**config.mk**
```make
export PLATFORM = sky130hd
export DESIGN_NAME = dma_core
export DESIGN_NICKNAME = d
export VERILOG_FILES = /design/src/design/dma_pkg.sv /design/src/design/dma_reg_frontend.sv /design/src/design/dma_job_fifo.sv /design/src/design/dma_rep_counter.sv /design/src/design/dma_word_mover.sv /design/src/design/dma_core.sv
export VERILOG_INCLUDE_DIRS = /design/src /design/src/design
export SDC_FILE = /design/constraint.sdc
export NUM_CORES = 1
export LEC_CHECK = 0
export BUFFER_PORTS_ARGS = -buffer_cell sky130_fd_sc_hd__buf_2
export CORE_UTILIZATION = 45
export CTS_BUF_LIST = sky130_fd_sc_hd__clkbuf_16
export DETAILED_ROUTE_END_ITERATION = 8
export GPL_TIMING_DRIVEN = 0
export SLEW_MARGIN = 25
export SYNTH_ARGS = -nofsm -noshare
export SYNTH_HDL_FRONTEND = slang
export SYNTH_SLANG_ARGS = --single-unit
```
**constraint.sdc**
```tcl
create_clock -name clk_i -period 8.5 [get_ports clk_i]
set_input_delay 1.7 -clock clk_i [delete_from_list [all_inputs] [get_ports clk_i]]
set_output_delay 1.7 -clock clk_i [all_outputs]
set_load 0.05 [all_outputs]
```
**src/design/dma_macros.svh**
```systemverilog
`ifndef DMA_MACROS_SVH
`define DMA_MACROS_SVH

// word address and stride width
`define DMA_ADDR_W 16
// data word and register width
`define DMA_DATA_W 32
// words per burst
`define DMA_LEN_W 12
// bursts per job
`define DMA_REPS_W 8
// transfer id, 0 means rejected
`define DMA_ID_W 8
// packed job: src, dst, src stride, dst stride, len, reps
`define DMA_JOB_W 84

// register map
`define DMA_REG_AW 3
`define DMA_REG_SRC 3'd0
`define DMA_REG_DST 3'd1
`define DMA_REG_LEN 3'd2
`define DMA_REG_SRC_STRIDE 3'd3
`define DMA_REG_DST_STRIDE 3'd4
`define DMA_REG_REPS 3'd5
`define DMA_REG_LAUNCH 3'd6
`define DMA_REG_STATUS 3'd7

// job queue entries
`define DMA_FIFO_DEPTH 4

`endif

```
**src/design/dma_pkg.sv**
```systemverilog
`default_nettype none

package dma_pkg;

  // word address or stride
  typedef logic [15:0] addr_t;

  // memory word or register value
  typedef logic [31:0] data_t;

  // words per burst
  typedef logic [11:0] len_t;

  // bursts per job
  typedef logic [7:0] reps_t;

  // wrapping transfer id, zero reserved
  typedef logic [7:0] tf_id_t;

  // register offset
  typedef logic [2:0] reg_addr_t;

  // src, dst, src stride, dst stride, len, reps from msb down
  typedef logic [83:0] job_t;

  // word mover states
  typedef enum logic [1:0] {
    MOVER_IDLE,
    MOVER_READ,
    MOVER_WAIT,
    MOVER_WRITE
  } mover_state_t;

endpackage

`default_nettype wire

```
**src/design/dma_reg_frontend.sv**
```systemverilog
`timescale 1ns/100ps
`default_nettype none
`include "dma_macros.svh"

module dma_reg_frontend (
  input  wire logic               clk_i,
  input  wire logic               reset_i,
  input  wire logic               reg_req_i,
  input  wire logic               reg_we_i,
  input  wire dma_pkg::reg_addr_t reg_addr_i,
  input  wire dma_pkg::data_t     reg_wdata_i,
  output dma_pkg::data_t          reg_rdata_o,
  output logic                    push_valid_o,
  input  wire logic               push_ready_i,
  output dma_pkg::job_t           job_o,
  input  wire logic               fifo_empty_i,
  input  wire logic               counter_busy_i,
  input  wire logic               job_done_i
);

  import dma_pkg::*;

  // configuration registers
  addr_t  src_q;
  addr_t  dst_q;
  addr_t  src_stride_q;
  addr_t  dst_stride_q;
  len_t   len_q;
  reps_t  reps_q;

  // issue and retire counters
  tf_id_t next_id_q;
  tf_id_t completed_id_q;

  logic   read_req;
  logic   launch_ok;
  logic   busy;
  data_t  status;

  // step an id, skipping the reserved zero
  function automatic tf_id_t id_inc(tf_id_t id);
    tf_id_t nxt;
    nxt = id + 1'b1;
    if (nxt == '0) begin
      nxt = tf_id_t'(1);
    end
    return nxt;
  endfunction

  assign read_req = reg_req_i && !reg_we_i;

  // launch is a read of the launch offset with a nonzero shape
  assign push_valid_o = read_req && (reg_addr_i == `DMA_REG_LAUNCH)
                        && (len_q != '0) && (reps_q != '0);
  // queue full means rejection too
  assign launch_ok = push_valid_o && push_ready_i;

  assign job_o = {src_q, dst_q, src_stride_q, dst_stride_q, len_q, reps_q};

  // anything queued or still in the midend
  assign busy   = !fifo_empty_i || counter_busy_i;
  assign status = data_t'({completed_id_q, 7'b0, busy});

  // register writes land at the strobe edge
  always_ff @(posedge clk_i) begin
    if (reset_i) begin
      src_q        <= '0;
      dst_q        <= '0;
      src_stride_q <= '0;
      dst_stride_q <= '0;
      len_q        <= '0;
      reps_q       <= '0;
    end else if (reg_req_i && reg_we_i) begin
      case (reg_addr_i)
        `DMA_REG_SRC:        src_q        <= reg_wdata_i[`DMA_ADDR_W-1:0];
        `DMA_REG_DST:        dst_q        <= reg_wdata_i[`DMA_ADDR_W-1:0];
        `DMA_REG_LEN:        len_q        <= reg_wdata_i[`DMA_LEN_W-1:0];
        `DMA_REG_SRC_STRIDE: src_stride_q <= reg_wdata_i[`DMA_ADDR_W-1:0];
        `DMA_REG_DST_STRIDE: dst_stride_q <= reg_wdata_i[`DMA_ADDR_W-1:0];
        `DMA_REG_REPS:       reps_q       <= reg_wdata_i[`DMA_REPS_W-1:0];
        // launch and status ignore writes
        default: ;
      endcase
    end
  end

  // read data one cycle after the strobe
  always_ff @(posedge clk_i) begin
    if (read_req) begin
      case (reg_addr_i)
        `DMA_REG_SRC:        reg_rdata_o <= data_t'(src_q);
        `DMA_REG_DST:        reg_rdata_o <= data_t'(dst_q);
        `DMA_REG_LEN:        reg_rdata_o <= data_t'(len_q);
        `DMA_REG_SRC_STRIDE: reg_rdata_o <= data_t'(src_stride_q);
        `DMA_REG_DST_STRIDE: reg_rdata_o <= data_t'(dst_stride_q);
        `DMA_REG_REPS:       reg_rdata_o <= data_t'(reps_q);
        // id of the accepted job, or 0 if rejected
        `DMA_REG_LAUNCH:     reg_rdata_o <= launch_ok ? data_t'(next_id_q) : '0;
        default:             reg_rdata_o <= status;
      endcase
    end
  end

  // ids retire in issue order, so both count the same way
  always_ff @(posedge clk_i) begin
    if (reset_i) begin
      next_id_q      <= tf_id_t'(1);
      completed_id_q <= '0;
    end else begin
      if (launch_ok) begin
        next_id_q <= id_inc(next_id_q);
      end
      if (job_done_i) begin
        completed_id_q <= id_inc(completed_id_q);
      end
    end
  end

  // a retirement always has an issued id still outstanding
  a_retire_after_issue: assert property (@(posedge clk_i) disable iff (reset_i)
    job_done_i |-> (id_inc(completed_id_q) != next_id_q));

endmodule

`default_nettype wire

```
**src/design/dma_job_fifo.sv**
```systemverilog
`timescale 1ns/100ps
`default_nettype none
`include "dma_macros.svh"

module dma_job_fifo #(
  parameter int unsigned DEPTH = `DMA_FIFO_DEPTH
) (
  input  wire logic           clk_i,
  input  wire logic           reset_i,
  input  wire logic           push_valid_i,
  output logic                push_ready_o,
  input  wire dma_pkg::job_t  job_i,
  output logic                pop_valid_o,
  input  wire logic           pop_ready_i,
  output dma_pkg::job_t       job_o,
  output logic                empty_o
);

  import dma_pkg::*;

  localparam int unsigned PTR_W = (DEPTH > 1) ? $clog2(DEPTH) : 1;
  localparam int unsigned CNT_W = $clog2(DEPTH + 1);

  // circular storage
  job_t             mem_q [DEPTH];
  logic [PTR_W-1:0] wr_ptr_q;
  logic [PTR_W-1:0] rd_ptr_q;
  logic [CNT_W-1:0] count_q;

  logic push;
  logic pop;

  assign push_ready_o = (count_q != CNT_W'(DEPTH));
  assign pop_valid_o  = (count_q != '0);
  assign empty_o      = (count_q == '0);
  assign job_o        = mem_q[rd_ptr_q];

  assign push = push_valid_i && push_ready_o;
  assign pop  = pop_valid_o && pop_ready_i;

  // payload store
  always_ff @(posedge clk_i) begin
    if (push) begin
      mem_q[wr_ptr_q] <= job_i;
    end
  end

  // pointers wrap at DEPTH, which need not be a power of two
  always_ff @(posedge clk_i) begin
    if (reset_i) begin
      wr_ptr_q <= '0;
      rd_ptr_q <= '0;
      count_q  <= '0;
    end else begin
      if (push) begin
        wr_ptr_q <= (wr_ptr_q == PTR_W'(DEPTH - 1)) ? '0 : wr_ptr_q + 1'b1;
      end
      if (pop) begin
        rd_ptr_q <= (rd_ptr_q == PTR_W'(DEPTH - 1)) ? '0 : rd_ptr_q + 1'b1;
      end
      // simultaneous push and pop keep the count
      if (push && !pop) begin
        count_q <= count_q + 1'b1;
      end else if (pop && !push) begin
        count_q <= count_q - 1'b1;
      end
    end
  end

  // full buffer has the write slot on the unread head
  a_full_ptrs: assert property (@(posedge clk_i) disable iff (reset_i)
    (count_q == CNT_W'(DEPTH)) |-> (wr_ptr_q == rd_ptr_q));

  // empty buffer has both pointers on the same slot
  a_empty_ptrs: assert property (@(posedge clk_i) disable iff (reset_i)
    (count_q == '0) |-> (wr_ptr_q == rd_ptr_q));

endmodule

`default_nettype wire

```
**src/design/dma_rep_counter.sv**
```systemverilog
`timescale 1ns/100ps
`default_nettype none
`include "dma_macros.svh"

module dma_rep_counter (
  input  wire logic           clk_i,
  input  wire logic           reset_i,
  input  wire logic           job_valid_i,
  output logic                job_ready_o,
  input  wire dma_pkg::job_t  job_i,
  output logic                burst_valid_o,
  input  wire logic           burst_ready_i,
  output dma_pkg::addr_t      burst_src_o,
  output dma_pkg::addr_t      burst_dst_o,
  output dma_pkg::len_t       burst_len_o,
  input  wire logic           burst_done_i,
  output logic                job_done_o,
  output logic                busy_o
);

  import dma_pkg::*;

  // unpacked job fields
  addr_t j_src;
  addr_t j_dst;
  addr_t j_src_stride;
  addr_t j_dst_stride;
  len_t  j_len;
  reps_t j_reps;

  // current job
  logic  busy_q;
  addr_t src_base_q;
  addr_t dst_base_q;
  addr_t src_stride_q;
  addr_t dst_stride_q;
  len_t  len_q;
  // bursts still to issue, bursts still to finish
  logic [`DMA_REPS_W-1:0] issue_left_q;
  logic [`DMA_REPS_W-1:0] done_left_q;

  logic  accept;
  logic  issue;

  assign {j_src, j_dst, j_src_stride, j_dst_stride, j_len, j_reps} = job_i;

  // one job at a time
  assign job_ready_o = !busy_q;
  assign accept      = job_valid_i && job_ready_o;
  assign busy_o      = busy_q;

  // next burst offered while earlier ones may still be moving
  assign burst_valid_o = busy_q && (issue_left_q != '0);
  assign burst_src_o   = src_base_q;
  assign burst_dst_o   = dst_base_q;
  assign burst_len_o   = len_q;
  assign issue         = burst_valid_o && burst_ready_i;

  // last outstanding completion ends the job
  assign job_done_o = burst_done_i && (done_left_q == `DMA_REPS_W'(1));

  // shape and strides, held for the whole job
  always_ff @(posedge clk_i) begin
    if (accept) begin
      src_stride_q <= j_src_stride;
      dst_stride_q <= j_dst_stride;
      len_q        <= j_len;
    end
  end

  always_ff @(posedge clk_i) begin
    if (reset_i) begin
      busy_q       <= 1'b0;
      src_base_q   <= '0;
      dst_base_q   <= '0;
      issue_left_q <= '0;
      done_left_q  <= '0;
    end else if (accept) begin
      busy_q       <= 1'b1;
      src_base_q   <= j_src;
      dst_base_q   <= j_dst;
      issue_left_q <= j_reps;
      done_left_q  <= j_reps;
    end else begin
      // step both bases by their stride per issued burst
      if (issue) begin
        src_base_q   <= src_base_q + src_stride_q;
        dst_base_q   <= dst_base_q + dst_stride_q;
        issue_left_q <= issue_left_q - 1'b1;
      end
      if (burst_done_i) begin
        done_left_q <= done_left_q - 1'b1;
      end
      if (job_done_o) begin
        busy_q <= 1'b0;
      end
    end
  end

  // mover only reports bursts this counter has already handed over
  a_done_after_issue: assert property (@(posedge clk_i) disable iff (reset_i)
    burst_done_i |-> busy_q && (done_left_q > issue_left_q));

endmodule

`default_nettype wire

```
**src/design/dma_word_mover.sv**
```systemverilog
`timescale 1ns/100ps
`default_nettype none
`include "dma_macros.svh"

module dma_word_mover (
  input  wire logic            clk_i,
  input  wire logic            reset_i,
  input  wire logic            burst_valid_i,
  output logic                 burst_ready_o,
  input  wire dma_pkg::addr_t  burst_src_i,
  input  wire dma_pkg::addr_t  burst_dst_i,
  input  wire dma_pkg::len_t   burst_len_i,
  output logic                 burst_done_o,
  output logic                 mem_req_o,
  output logic                 mem_we_o,
  output dma_pkg::addr_t       mem_addr_o,
  output dma_pkg::data_t       mem_wdata_o,
  input  wire logic            mem_gnt_i,
  input  wire dma_pkg::data_t  mem_rdata_i
);

  import dma_pkg::*;

  mover_state_t state_q;

  // burst bases
  addr_t src_q;
  addr_t dst_q;
  // word offset into the burst and words left
  logic [`DMA_LEN_W-1:0] off_q;
  logic [`DMA_LEN_W-1:0] left_q;
  // word in flight
  data_t data_q;
  logic  done_q;

  // new burst only taken while idle
  assign burst_ready_o = (state_q == MOVER_IDLE);
  assign burst_done_o  = done_q;

  // read phase uses src, write phase uses dst
  assign mem_req_o   = (state_q == MOVER_READ) || (state_q == MOVER_WRITE);
  assign mem_we_o    = (state_q == MOVER_WRITE);
  assign mem_addr_o  = mem_we_o ? dst_q + addr_t'(off_q) : src_q + addr_t'(off_q);
  assign mem_wdata_o = data_q;

  // burst bases latched at acceptance
  always_ff @(posedge clk_i) begin
    if (burst_valid_i && burst_ready_o) begin
      src_q <= burst_src_i;
      dst_q <= burst_dst_i;
    end
  end

  // read data arrives exactly one cycle after the read grant
  always_ff @(posedge clk_i) begin
    if (state_q == MOVER_WAIT) begin
      data_q <= mem_rdata_i;
    end
  end

  always_ff @(posedge clk_i) begin
    if (reset_i) begin
      state_q <= MOVER_IDLE;
      off_q   <= '0;
      left_q  <= '0;
      done_q  <= 1'b0;
    end else begin
      done_q <= 1'b0;
      case (state_q)
        MOVER_IDLE: begin
          if (burst_valid_i) begin
            off_q   <= '0;
            left_q  <= burst_len_i;
            state_q <= MOVER_READ;
          end
        end
        // stall in place until granted
        MOVER_READ: begin
          if (mem_gnt_i) begin
            state_q <= MOVER_WAIT;
          end
        end
        MOVER_WAIT: begin
          state_q <= MOVER_WRITE;
        end
        MOVER_WRITE: begin
          if (mem_gnt_i) begin
            off_q  <= off_q + 1'b1;
            left_q <= left_q - 1'b1;
            // final word done
            if (left_q == `DMA_LEN_W'(1)) begin
              done_q  <= 1'b1;
              state_q <= MOVER_IDLE;
            end else begin
              state_q <= MOVER_READ;
            end
          end
        end
        default: begin
          state_q <= MOVER_IDLE;
        end
      endcase
    end
  end

  // an ungranted request holds its fields into the next cycle
  a_req_stable: assert property (@(posedge clk_i) disable iff (reset_i)
    mem_req_o && !mem_gnt_i |=> mem_req_o && $stable(mem_we_o) && $stable(mem_addr_o)
                                && $stable(mem_wdata_o));

endmodule

`default_nettype wire

```
**src/design/dma_core.sv**
```systemverilog
`timescale 1ns/100ps
`default_nettype none
`include "dma_macros.svh"

module dma_core (
  input  wire logic               clk_i,
  input  wire logic               reset_i,
  input  wire logic               reg_req_i,
  input  wire logic               reg_we_i,
  input  wire dma_pkg::reg_addr_t reg_addr_i,
  input  wire dma_pkg::data_t     reg_wdata_i,
  output dma_pkg::data_t          reg_rdata_o,
  output logic                    mem_req_o,
  output logic                    mem_we_o,
  output dma_pkg::addr_t          mem_addr_o,
  output dma_pkg::data_t          mem_wdata_o,
  input  wire logic               mem_gnt_i,
  input  wire dma_pkg::data_t     mem_rdata_i
);

  import dma_pkg::*;

  // frontend to queue
  logic  push_valid;
  logic  push_ready;
  job_t  fe_job;
  logic  fifo_empty;

  // queue to midend
  logic  job_valid;
  logic  job_ready;
  job_t  q_job;

  // midend to mover
  logic  burst_valid;
  logic  burst_ready;
  addr_t burst_src;
  addr_t burst_dst;
  len_t  burst_len;
  logic  burst_done;

  // completion and status back to the frontend
  logic  job_done;
  logic  counter_busy;

  dma_reg_frontend i_frontend (
    .clk_i,
    .reset_i,
    .reg_req_i,
    .reg_we_i,
    .reg_addr_i,
    .reg_wdata_i,
    .reg_rdata_o,
    .push_valid_o   ( push_valid   ),
    .push_ready_i   ( push_ready   ),
    .job_o          ( fe_job       ),
    .fifo_empty_i   ( fifo_empty   ),
    .counter_busy_i ( counter_busy ),
    .job_done_i     ( job_done     )
  );

  dma_job_fifo #(
    .DEPTH ( `DMA_FIFO_DEPTH )
  ) i_job_fifo (
    .clk_i,
    .reset_i,
    .push_valid_i ( push_valid ),
    .push_ready_o ( push_ready ),
    .job_i        ( fe_job     ),
    .pop_valid_o  ( job_valid  ),
    .pop_ready_i  ( job_ready  ),
    .job_o        ( q_job      ),
    .empty_o      ( fifo_empty )
  );

  dma_rep_counter i_rep_counter (
    .clk_i,
    .reset_i,
    .job_valid_i   ( job_valid    ),
    .job_ready_o   ( job_ready    ),
    .job_i         ( q_job        ),
    .burst_valid_o ( burst_valid  ),
    .burst_ready_i ( burst_ready  ),
    .burst_src_o   ( burst_src    ),
    .burst_dst_o   ( burst_dst    ),
    .burst_len_o   ( burst_len    ),
    .burst_done_i  ( burst_done   ),
    .job_done_o    ( job_done     ),
    .busy_o        ( counter_busy )
  );

  dma_word_mover i_word_mover (
    .clk_i,
    .reset_i,
    .burst_valid_i ( burst_valid ),
    .burst_ready_o ( burst_ready ),
    .burst_src_i   ( burst_src   ),
    .burst_dst_i   ( burst_dst   ),
    .burst_len_i   ( burst_len   ),
    .burst_done_o  ( burst_done  ),
    .mem_req_o,
    .mem_we_o,
    .mem_addr_o,
    .mem_wdata_o,
    .mem_gnt_i,
    .mem_rdata_i
  );

endmodule

`default_nettype wire

```
# ---- Word level (Yosys, flattened, before mapping)
# Memories as Yosys holds them, arrays and structs flattened. A register that Yosys moved wholly into a read port is not among the register bits.
# Cells that the tools add are included.
dict set report op_classes {
  addsub 14
  n_eq_ne 17
  bitwise 2
  reduce_logical 42
  muxes 35
}
# op count
set op_table {}
lappend op_table {{32-bit one-hot mux with 7 select lines} 1}
lappend op_table {{16-bit 2-to-1 mux} 5}
lappend op_table {{8-bit 2-to-1 mux} 7}
lappend op_table {{12-bit 2-to-1 mux} 4}
lappend op_table {{12-bit one-hot mux with 2 select lines} 2}
lappend op_table {{16-bit by 12-bit adder with 16-bit output} 2}
lappend op_table {{16-bit adder} 2}
lappend op_table {{8-bit by 1-bit adder with 8-bit output (second input constant)} 2}
lappend op_table {{8-bit zero test} 2}
lappend op_table {{8-bit nonzero test} 2}
lappend op_table {{8-bit by 1-bit subtractor with 8-bit output (second input constant)} 2}
lappend op_table {{2-bit 2-to-1 mux} 7}
lappend op_table {{12-bit by 1-bit adder with 12-bit output (second input constant)} 1}
lappend op_table {{12-bit by 1-bit == test with 1-bit output (second input constant)} 1}
lappend op_table {{1-bit logical AND} 12}
lappend op_table {{2-bit AND reduction} 6}
lappend op_table {{12-bit nonzero test} 1}
lappend op_table {{12-bit by 1-bit subtractor with 12-bit output (second input constant)} 1}
lappend op_table {{2-bit nonzero test} 5}
lappend op_table {{3-bit == test (second input constant)} 3}
lappend op_table {{2-bit == test (second input constant)} 4}
lappend op_table {{8-bit by 1-bit == test with 1-bit output (second input constant)} 1}
lappend op_table {{2-bit one-hot mux with 4 select lines} 1}
lappend op_table {{3-bit by 2-bit == test with 1-bit output (second input constant)} 2}
lappend op_table {{18 further kinds} 34}
dict set report word_totals {
  memories 1
  regBits 323
  ram_bits 336
  in_bits 72
  elab_cells 138
}
# memory depth word_bits rd rd_clocked_by_memory_dff write_ports line
set memory_table {}
lappend memory_table {i_job_fifo.mem_q 4 84 1 1 1 dma_job_fifo.sv:25} ;# job_t mem_q [DEPTH];

# ---- Depth between registers and ports, before layout
# Gate-level depths: netlist (run 1).
dict set report depth {
  depth_word 10
  ltp_mapped 14
  mapped_depth_nobuf 11
}

# ---- Modules after synthesis
# From an unflattened synthesis (run 1), not the netlist that was laid out.
dict set report unflattened {
  cells_unflattened 1949
  hier_area_um2 27072.2
}
# mod cells_per_inst area_each_um2 n_inst seq_area_each_um2
set by_module_without_submodules {}
lappend by_module_without_submodules {dma_job_fifo 487 12599.6 1 10269.8}
lappend by_module_without_submodules {dma_reg_frontend 620 5311.3 1 2482.4}
lappend by_module_without_submodules {dma_rep_counter 498 4946.0 1 2302.2}
lappend by_module_without_submodules {dma_word_mover 344 4215.3 1 2462.4}

# ---- Worst setup path before layout (run 1)
# No wires, ideal clock.
dict set report synth_timing {
  path_kind {in2reg}
  start {input reg_req_i}
  end {memory i_job_fifo.mem_q[3][0] in the netlist's numbering (enable)}
  arrival_time_ns 5.521
  stages 6
  t_required_ns 8.048
  setup_time_ns 0.452
  setup_slack_ns 2.527
  path_cell_list {nor2b_1 o2111ai_1 a211oi_1 buf_2 buf_1 and2_1}
}
dict set report synth_via {
  elab_chain_len 7
}
# item line
set synth_lines {}
lappend synth_lines {{from (decl)} dma_core.sv:8} ;# input wire logic reg_req_i,
lappend synth_lines {{1-bit logical AND} dma_reg_frontend.sv:50} ;# assign read_req = reg_req_i && !reg_we_i;
lappend synth_lines {{1-bit logical AND (3 in a row)} dma_reg_frontend.sv:53} ;# assign push_valid_o = read_req && (reg_addr_i == `DMA_REG_LAUNCH)
lappend synth_lines {{1-bit logical AND} dma_job_fifo.sv:38} ;# assign push = push_valid_i && push_ready_o;
lappend synth_lines {{1-bit 2-to-1 mux} dma_job_fifo.sv:43} ;# if (push) begin
lappend synth_lines {{1-bit 2-to-1 mux (not written as such)} dma_job_fifo.sv:44} ;# mem_q[wr_ptr_q] <= job_i;
lappend synth_lines {{to (decl)} dma_job_fifo.sv:25}
# Every way passes these cells.

# ---- Worst setup path after layout (run 1)
dict set report layout_timing {
  start {register i_word_mover.state_q[1]}
  end {output mem_addr_o[10]}
}
dict set report layout_via {
  elab_chain_len 2
}
# item line
set layout_lines {}
lappend layout_lines {{from (decl)} dma_word_mover.sv:24} ;# mover_state_t state_q;
lappend layout_lines {{from (signal assigned)} dma_word_mover.sv:63} ;# state_q <= MOVER_IDLE;
lappend layout_lines {{from (signal assigned)} dma_word_mover.sv:74} ;# state_q <= MOVER_READ;
lappend layout_lines {{from (signal assigned)} dma_word_mover.sv:80} ;# state_q <= MOVER_WAIT;
lappend layout_lines {{2-bit == test} dma_word_mover.sv:42} ;# assign mem_we_o = (state_q == MOVER_WRITE);
lappend layout_lines {{16-bit 2-to-1 mux} dma_word_mover.sv:43} ;# assign mem_addr_o = mem_we_o ? dst_q + addr_t'(off_q) : src_q + addr_t'(off_q);
lappend layout_lines {{to (decl)} dma_core.sv:15} ;# output dma_pkg::addr_t mem_addr_o,
# Every way passes these cells.

==> results of run 1 <==
==> routing by layer <==
metal,vias up,part of all wire (%)
li1,7615,-
met1,8308,44
met2,546,47
met3,107,5.8
met4,0,2.5
met5,-,0
==> cell usage after synthesis (14+ instances only) <==
library cell,count
a211oi_1,30
a21o_1,19
a21oi_1,142
and3_1,16
buf_2,18
buf_4,16
clkbuf_1,64
dfxtp_1,185
edfxtp_1,460
ha_1,62
inv_1,31
mux2_2,18
mux2i_1,40
mux4_2,93
nand2_1,220
nand3_1,14
nor2_1,132
nor3_1,23
o21ai_0,36
xnor2_1,30
xor2_1,37
==> metrics by stage <==
| stage | setup TNS, ns | cell area, um^2 | instances | worst slack, ns |
|---|---|---|---|---|
| after floorplan | 0 | 26700 | 1914 | 2.53 |
| after global placement | -70.59 | 28200 | 2798 | -0.314 |
| after detailed placement | 0 | 28500 | 2808 | 2.09 |
| after CTS | 0 | 30700 | 2933 | 1.43 |
| after global routing | 0 | 30700 | 2933 | 1.13 |
| final | 0 | 30700 | 2933 | 1.55 |
==> cells by family (layout without fill, tap and decap cells) <==
group,count (synthesis),after routing,share of synthesized area (%)
flip-flops,645,645,65.9
AO/OA/AOI/OAI,343,343,8.14
other,1,16,0.0141
multiplexers,152,152,10.2
XOR/XNOR,67,67,2.21
buffers and inverters,143,397,2.33
AND/OR/NAND/NOR,482,482,8.03
adder cells (fa/ha/maj),66,66,3.22
==> worst max path at each step <==
stage                            start                       to  slack, ns
2_1_floorplan                reg_req_i   i_job_fifo.mem_q[3][0]       2.53
3_3_place_gp                 reg_req_i  i_job_fifo.mem_q[0][44]      -0.31
3_5_place_dp   i_word_mover.state_q[1]           mem_addr_o[10]       2.09
4_1_cts        i_word_mover.state_q[1]           mem_addr_o[10]       1.43
5_1_grt        i_word_mover.state_q[1]           mem_addr_o[10]       1.13
6_report       i_word_mover.state_q[1]           mem_addr_o[10]       1.55
==> area by class of cell <==
| class | count | area [um^2] |
|---|---|---|
| Timing Repair Buffer | 129 | 828 |
| Sequential cell | 645 | 17500 |
| Clock buffer | 71 | 1780 |
| Clock inverter | 54 | 495 |
| Inverter | 33 | 124 |
| Fill cell | 4795 | 27300 |
| Tap cell | 765 | 957 |
| Buffer | 110 | 500 |
| Multi-Input combinational cell | 1126 | 8540 |
==> worst max-delay path: stages (launching register included) <==
cell	delay [ns]
dfxtp_1	0.41
ha_1	0.19
clkbuf_1	0.42
clkbuf_1	0.48
buf_1	0.59
mux2_2	0.41
ha_1	0.22
fa_1	0.46
a211oi_1	0.23
nor2_1	0.11
o21bai_1	0.25
nand2_1	0.13
a21o_1	0.19
a21oi_1	0.16
xnor2_1	0.13
buf_2	0.28
==> power by group through the flow <==
stage / Clock, uW / Combinational, uW / Sequential [uW]
floorplan: 0 / 1950 / 4070
global placement: 0 / 2770 / 4050
detailed placement: 0 / 2830 / 4050
CTS: 3060 / 2850 / 3980
global route: 3190 / 3090 / 4020
finish: 3010 / 2840 / 3980
==> qor.txt, run 1 <==
Max-Cap Viols -> 0
number of synthesized flops with an enable pin -> 460
Synth Area per Inst -> 14.0 um^2
hold_buf cts -> 0
Max clock buf depth -> 3
Setup Buffers After CTS -> 0
GR Layer Usage met1 -> 32.3%
Reg-to-Reg End -> i_job_fifo.count_q[2]
Logic pwr share -> 28.9%
commonest non-fill, non-tap cell in the layout -> edfxtp_1
Largest register FFs -> 336
yosys warns -> 0
area share of the largest cell type after synthesis -> 51.9%
r2r setup slk -> 4.71 ns
DIE AREA -> 0.0601 mm^2
Syn Inst Count -> 1899
PD cells -> 320 mW/mm^2
DR vias/cell -> 5.65
mapped cell area -> 0.0266 mm^2
core area -> 0.0580 mm^2
Int Pwr -> 6590 uW
Max H-tree Level -> 3
r2r startpoint -> i_job_fifo.count_q[0]
busiest grt layer -> met2
reg2reg path depth -> 11
CTS tree -> yes
top post-synthesis cells by area -> edfxtp_1 (52%), dfxtp_1 (14%), mux4_2 (7.9%)
Placer Congestion -> 0.912
Die Wd -> 245 um
num ports -> 154
CP startpoint kind -> flop
final wirelength -> 68.7 mm
Die Y -> 245 um
Layout Utilization -> 53.0%
number of global-route vias before repair -> 16.3k
worst hold path stage count -> 0
asr flop ratio synth -> 0%
nets@finish -> 2252
initial antenna violation count -> 1
Port Buffer Count -> 119
pin count of the biggest net entering global routing -> 42
critical-path maximum fanout -> 10
Leak -> 0.0108 uW
switching pwr -> 3240 uW
Max-slew headroom -> 28.2%
drt wl/cell -> 23.4 um
CTS Root Cell -> clkbuf_16
critical path type -> flop to output port
post-cts gate resize count -> 0
met2 Use GR -> 37.2%
FP Rows -> 88
detailed-route via count -> 16.6k
total power -> 9830 uW
post-DP HPWL -> 49.4 mm
met3 Use GR -> 3.58%
minimum clock period -> 6.95 ns
crit path capture type -> output port
CP arrival -> 5.25 ns
Worst EP required -> 6.80 ns
worst slew pin tran -> 1.08 ns
residual DRC count -> 0
global route overflow -> 0
Tcrit/Tclk final -> 81.8%
Clock Power Share -> 30.6%
CTS Buf Count -> 69
first-pass GRT wire length -> 103 mm
fmax -> 144 MHz
post-route ant nets -> 0
unrepaired setup endpoints after global routing -> no
CTS clk-pin slew, worst paths -> 0.06 ns
sequential-to-total area share from yosys stat -> 65.9%
Area Growth Syn to Fin -> 15.6%
CTS Sinks -> 645
Skew-Pair Late Insertion Delay -> 0.61 ns
Fin Clk Skew -> 0.0249 ns
Flop pwr share -> 40.5%
most frequent cells in the layout -> edfxtp_1 (460), nand2_1 (220), dfxtp_1 (185)
Final Max Slew Viols -> 0
initial drt markers -> 1510
Total GRT Usage -> 23.2%
DR pass1 iterations -> 5
Fin. Hold Viols -> 0
Worst Hold Endpoint -> i_word_mover.src_q[15]
status -> completed
Synth Flop Type -> edfxtp_1
Biggest register -> i_job_fifo.mem_q
share of layout cells above drive strength 1 -> 18.2%
Final setup viols -> 0
min-delay src -> i_rep_counter.burst_src_o[15]
Starting Density -> 45.8%
ant diodes -> 0
WHS -> 0.473 ns
post-synth cell types -> 67
VDD IR-drop max -> 176 uV
FF+latch count, synth -> 645
Sw Ratio -> 33.0%
leading area contributor after synthesis -> edfxtp_1
worst hold path class -> flop to flop
Note: power is estimated with default switching activity, not from simulation.
==> inputs of run 2 (changes only) <==
- clock period: 8.5 -> 6.3 ns (I/O delays scaled with it)
==> qor.txt, run 2 (same netlist as run 1, synthesis figures left out) <==
commonest non-fill, non-tap cell in the layout -> edfxtp_1
unrepaired setup endpoints after global routing -> no
VDD IR-drop max -> 238 uV
worst-path cell chain -> ha_1, clkbuf_2, clkbuf_2, buf_2, mux2_2, ha_1, fa_1, a211oi_1, nor2_1, o21bai_1, nand2_1, a21o_1, a21oi_1, xnor2_1, buf_2
register area -> 0.0175 mm^2
Tcrit/Tclk final -> 93.5%
WP depth -> 15
Die Y -> 245 um
CP startpoint kind -> flop
critical-path maximum fanout -> 10
Worst EP required -> 5.04 ns
status -> completed
Area Growth Syn to Fin -> 15.6%
r2r setup slk -> 2.51 ns
DR vias/cell -> 5.65
Worst path slowest cell -> fa_1
post-DP HPWL -> 49.4 mm
CP endpoint -> mem_addr_o[10]
critical path type -> flop to output port
num ports -> 154
cell class contributing the biggest share of worst-path delay -> buffers and inverters
share of layout cells above drive strength 1 -> 18.4%
minimum clock period -> 5.89 ns
ant diodes -> 0
CTS tree -> yes
crit path capture type -> output port
Biggest register -> i_job_fifo.mem_q
CTS Root Cell -> clkbuf_16
CP startpoint -> i_word_mover.state_q[1]
residual DRC count -> 0
Largest register FFs -> 336
number of global-route vias before repair -> 16.3k
Final setup viols -> 0
detailed-route via count -> 16.6k
fill count -> 4793
fmax -> 170 MHz
Reg-to-Reg End -> i_job_fifo.count_q[2]
Placer Congestion -> 0.912
Fin Clk Skew -> 0.0247 ns
Total GRT Usage -> 23.2%
CTS Buf Count -> 69
initial antenna violation count -> 1
Max H-tree Level -> 3
pin count of the biggest net entering global routing -> 42
crit path buf inv count -> 4
Port Buffer Count -> 119
post-route ant nets -> 0
Leak -> 0.0108 uW
worst slew pin tran -> 1.08 ns
dpl cells -> 2808
Starting Density -> 45.8%
nets@finish -> 2252
Final Max Slew Viols -> 0
global route overflow -> 0
initial drt markers -> 1528
CTS clk-pin slew, worst paths -> 0.06 ns
most frequent cells in the layout -> edfxtp_1 (460), nand2_1 (220), dfxtp_1 (185)
Die Wd -> 245 um
drt wl/cell -> 23.4 um
non-filler cells, final -> 2933
Critical Path Max Stage Delay -> 0.46 ns
Layout Utilization -> 53.0%
DR pass1 iterations -> 5
reg2reg path depth -> 11
final wirelength -> 68.7 mm
DIE AREA -> 0.0601 mm^2
Multi-input gate area -> 0.00854 mm^2
r2r startpoint -> i_job_fifo.count_q[0]
Fin. Hold Viols -> 0
CTS Sinks -> 645
Max clock buf depth -> 3
worst hold path class -> flop to flop
PD cells -> 432 mW/mm^2
first-pass GRT wire length -> 103 mm
Max-slew headroom -> 28.2%
Max-Cap Viols -> 0
Skew-Pair Late Insertion Delay -> 0.61 ns
CP arrival -> 4.63 ns
FP Rows -> 88
core area -> 0.0580 mm^2
[run 2: cell types whose count changed in the layout (fill, tap and decap cells not counted)]
cell,change
clkbuf_2,+2
clkbuf_1,-2
buf_2,+2
buf_1,-2
[run 2: metrics by stage]
stage                     hold slack, ns  setup WS, ns  power [uW]  cell area (um^2)  TNS [ns]
final                              0.473         0.409       13300             30700         0
after global routing               0.479        0.0166       13900             30700         0
after CTS                          0.464        0.0951       13300             30700         0
after detailed placement           0.448         0.332        9280             28500         0
after global placement             0.450         -2.07        9200             28200   -651.38
after floorplan                    0.428         0.767        8120             26700         0
[run 2: power by group]
part	switching, uW	leakage, uW	internal, uW
combinational	2440	0.00389	1390
sequential	285	0.00578	5090
clock	1650	0.00116	2420
[run 2: timing repair]
item | 4_1_cts | 5_1_grt
hold buffers | 0 | 0
cloned | 0 | 0
pin swaps | 0 | 0
endpoints found under the setup margin | 7 | 3
resized for setup | 3 | 2
buffers inserted | 0 | 0
[run 2: worst min-delay path by stage]
stage,startpoint,endpoint,slack (ns),depth (start not counted)
after floorplan,i_rep_counter.burst_src_o[15],i_word_mover.src_q[15],0.43,0
after global placement,i_rep_counter.burst_src_o[15],i_word_mover.src_q[15],0.45,0
after detailed placement,i_rep_counter.burst_src_o[15],i_word_mover.src_q[15],0.45,0
after CTS,i_rep_counter.burst_src_o[15],i_word_mover.src_q[15],0.46,0
after global routing,i_rep_counter.burst_src_o[15],i_word_mover.src_q[15],0.48,0
final,i_rep_counter.burst_src_o[15],i_word_mover.src_q[15],0.47,0
[run 2: metal layers]
metal,vias up,global-route usage [%],share of wire (%)
met2,550,37.2,47
met3,109,3.58,6.0
li1,7615,-,-
met4,0,7.92,2.4
met1,8289,32.3,44
met5,-,0,0
[run 2: area by class of cell]
type	count	area share [%]
Sequential cell	645	57.0
Multi-Input combinational cell	1126	27.8
Clock buffer	71	5.78
Tap cell	765	3.11
Timing Repair Buffer	129	2.69
Buffer	110	1.64
Clock inverter	54	1.61
Inverter	33	0.403
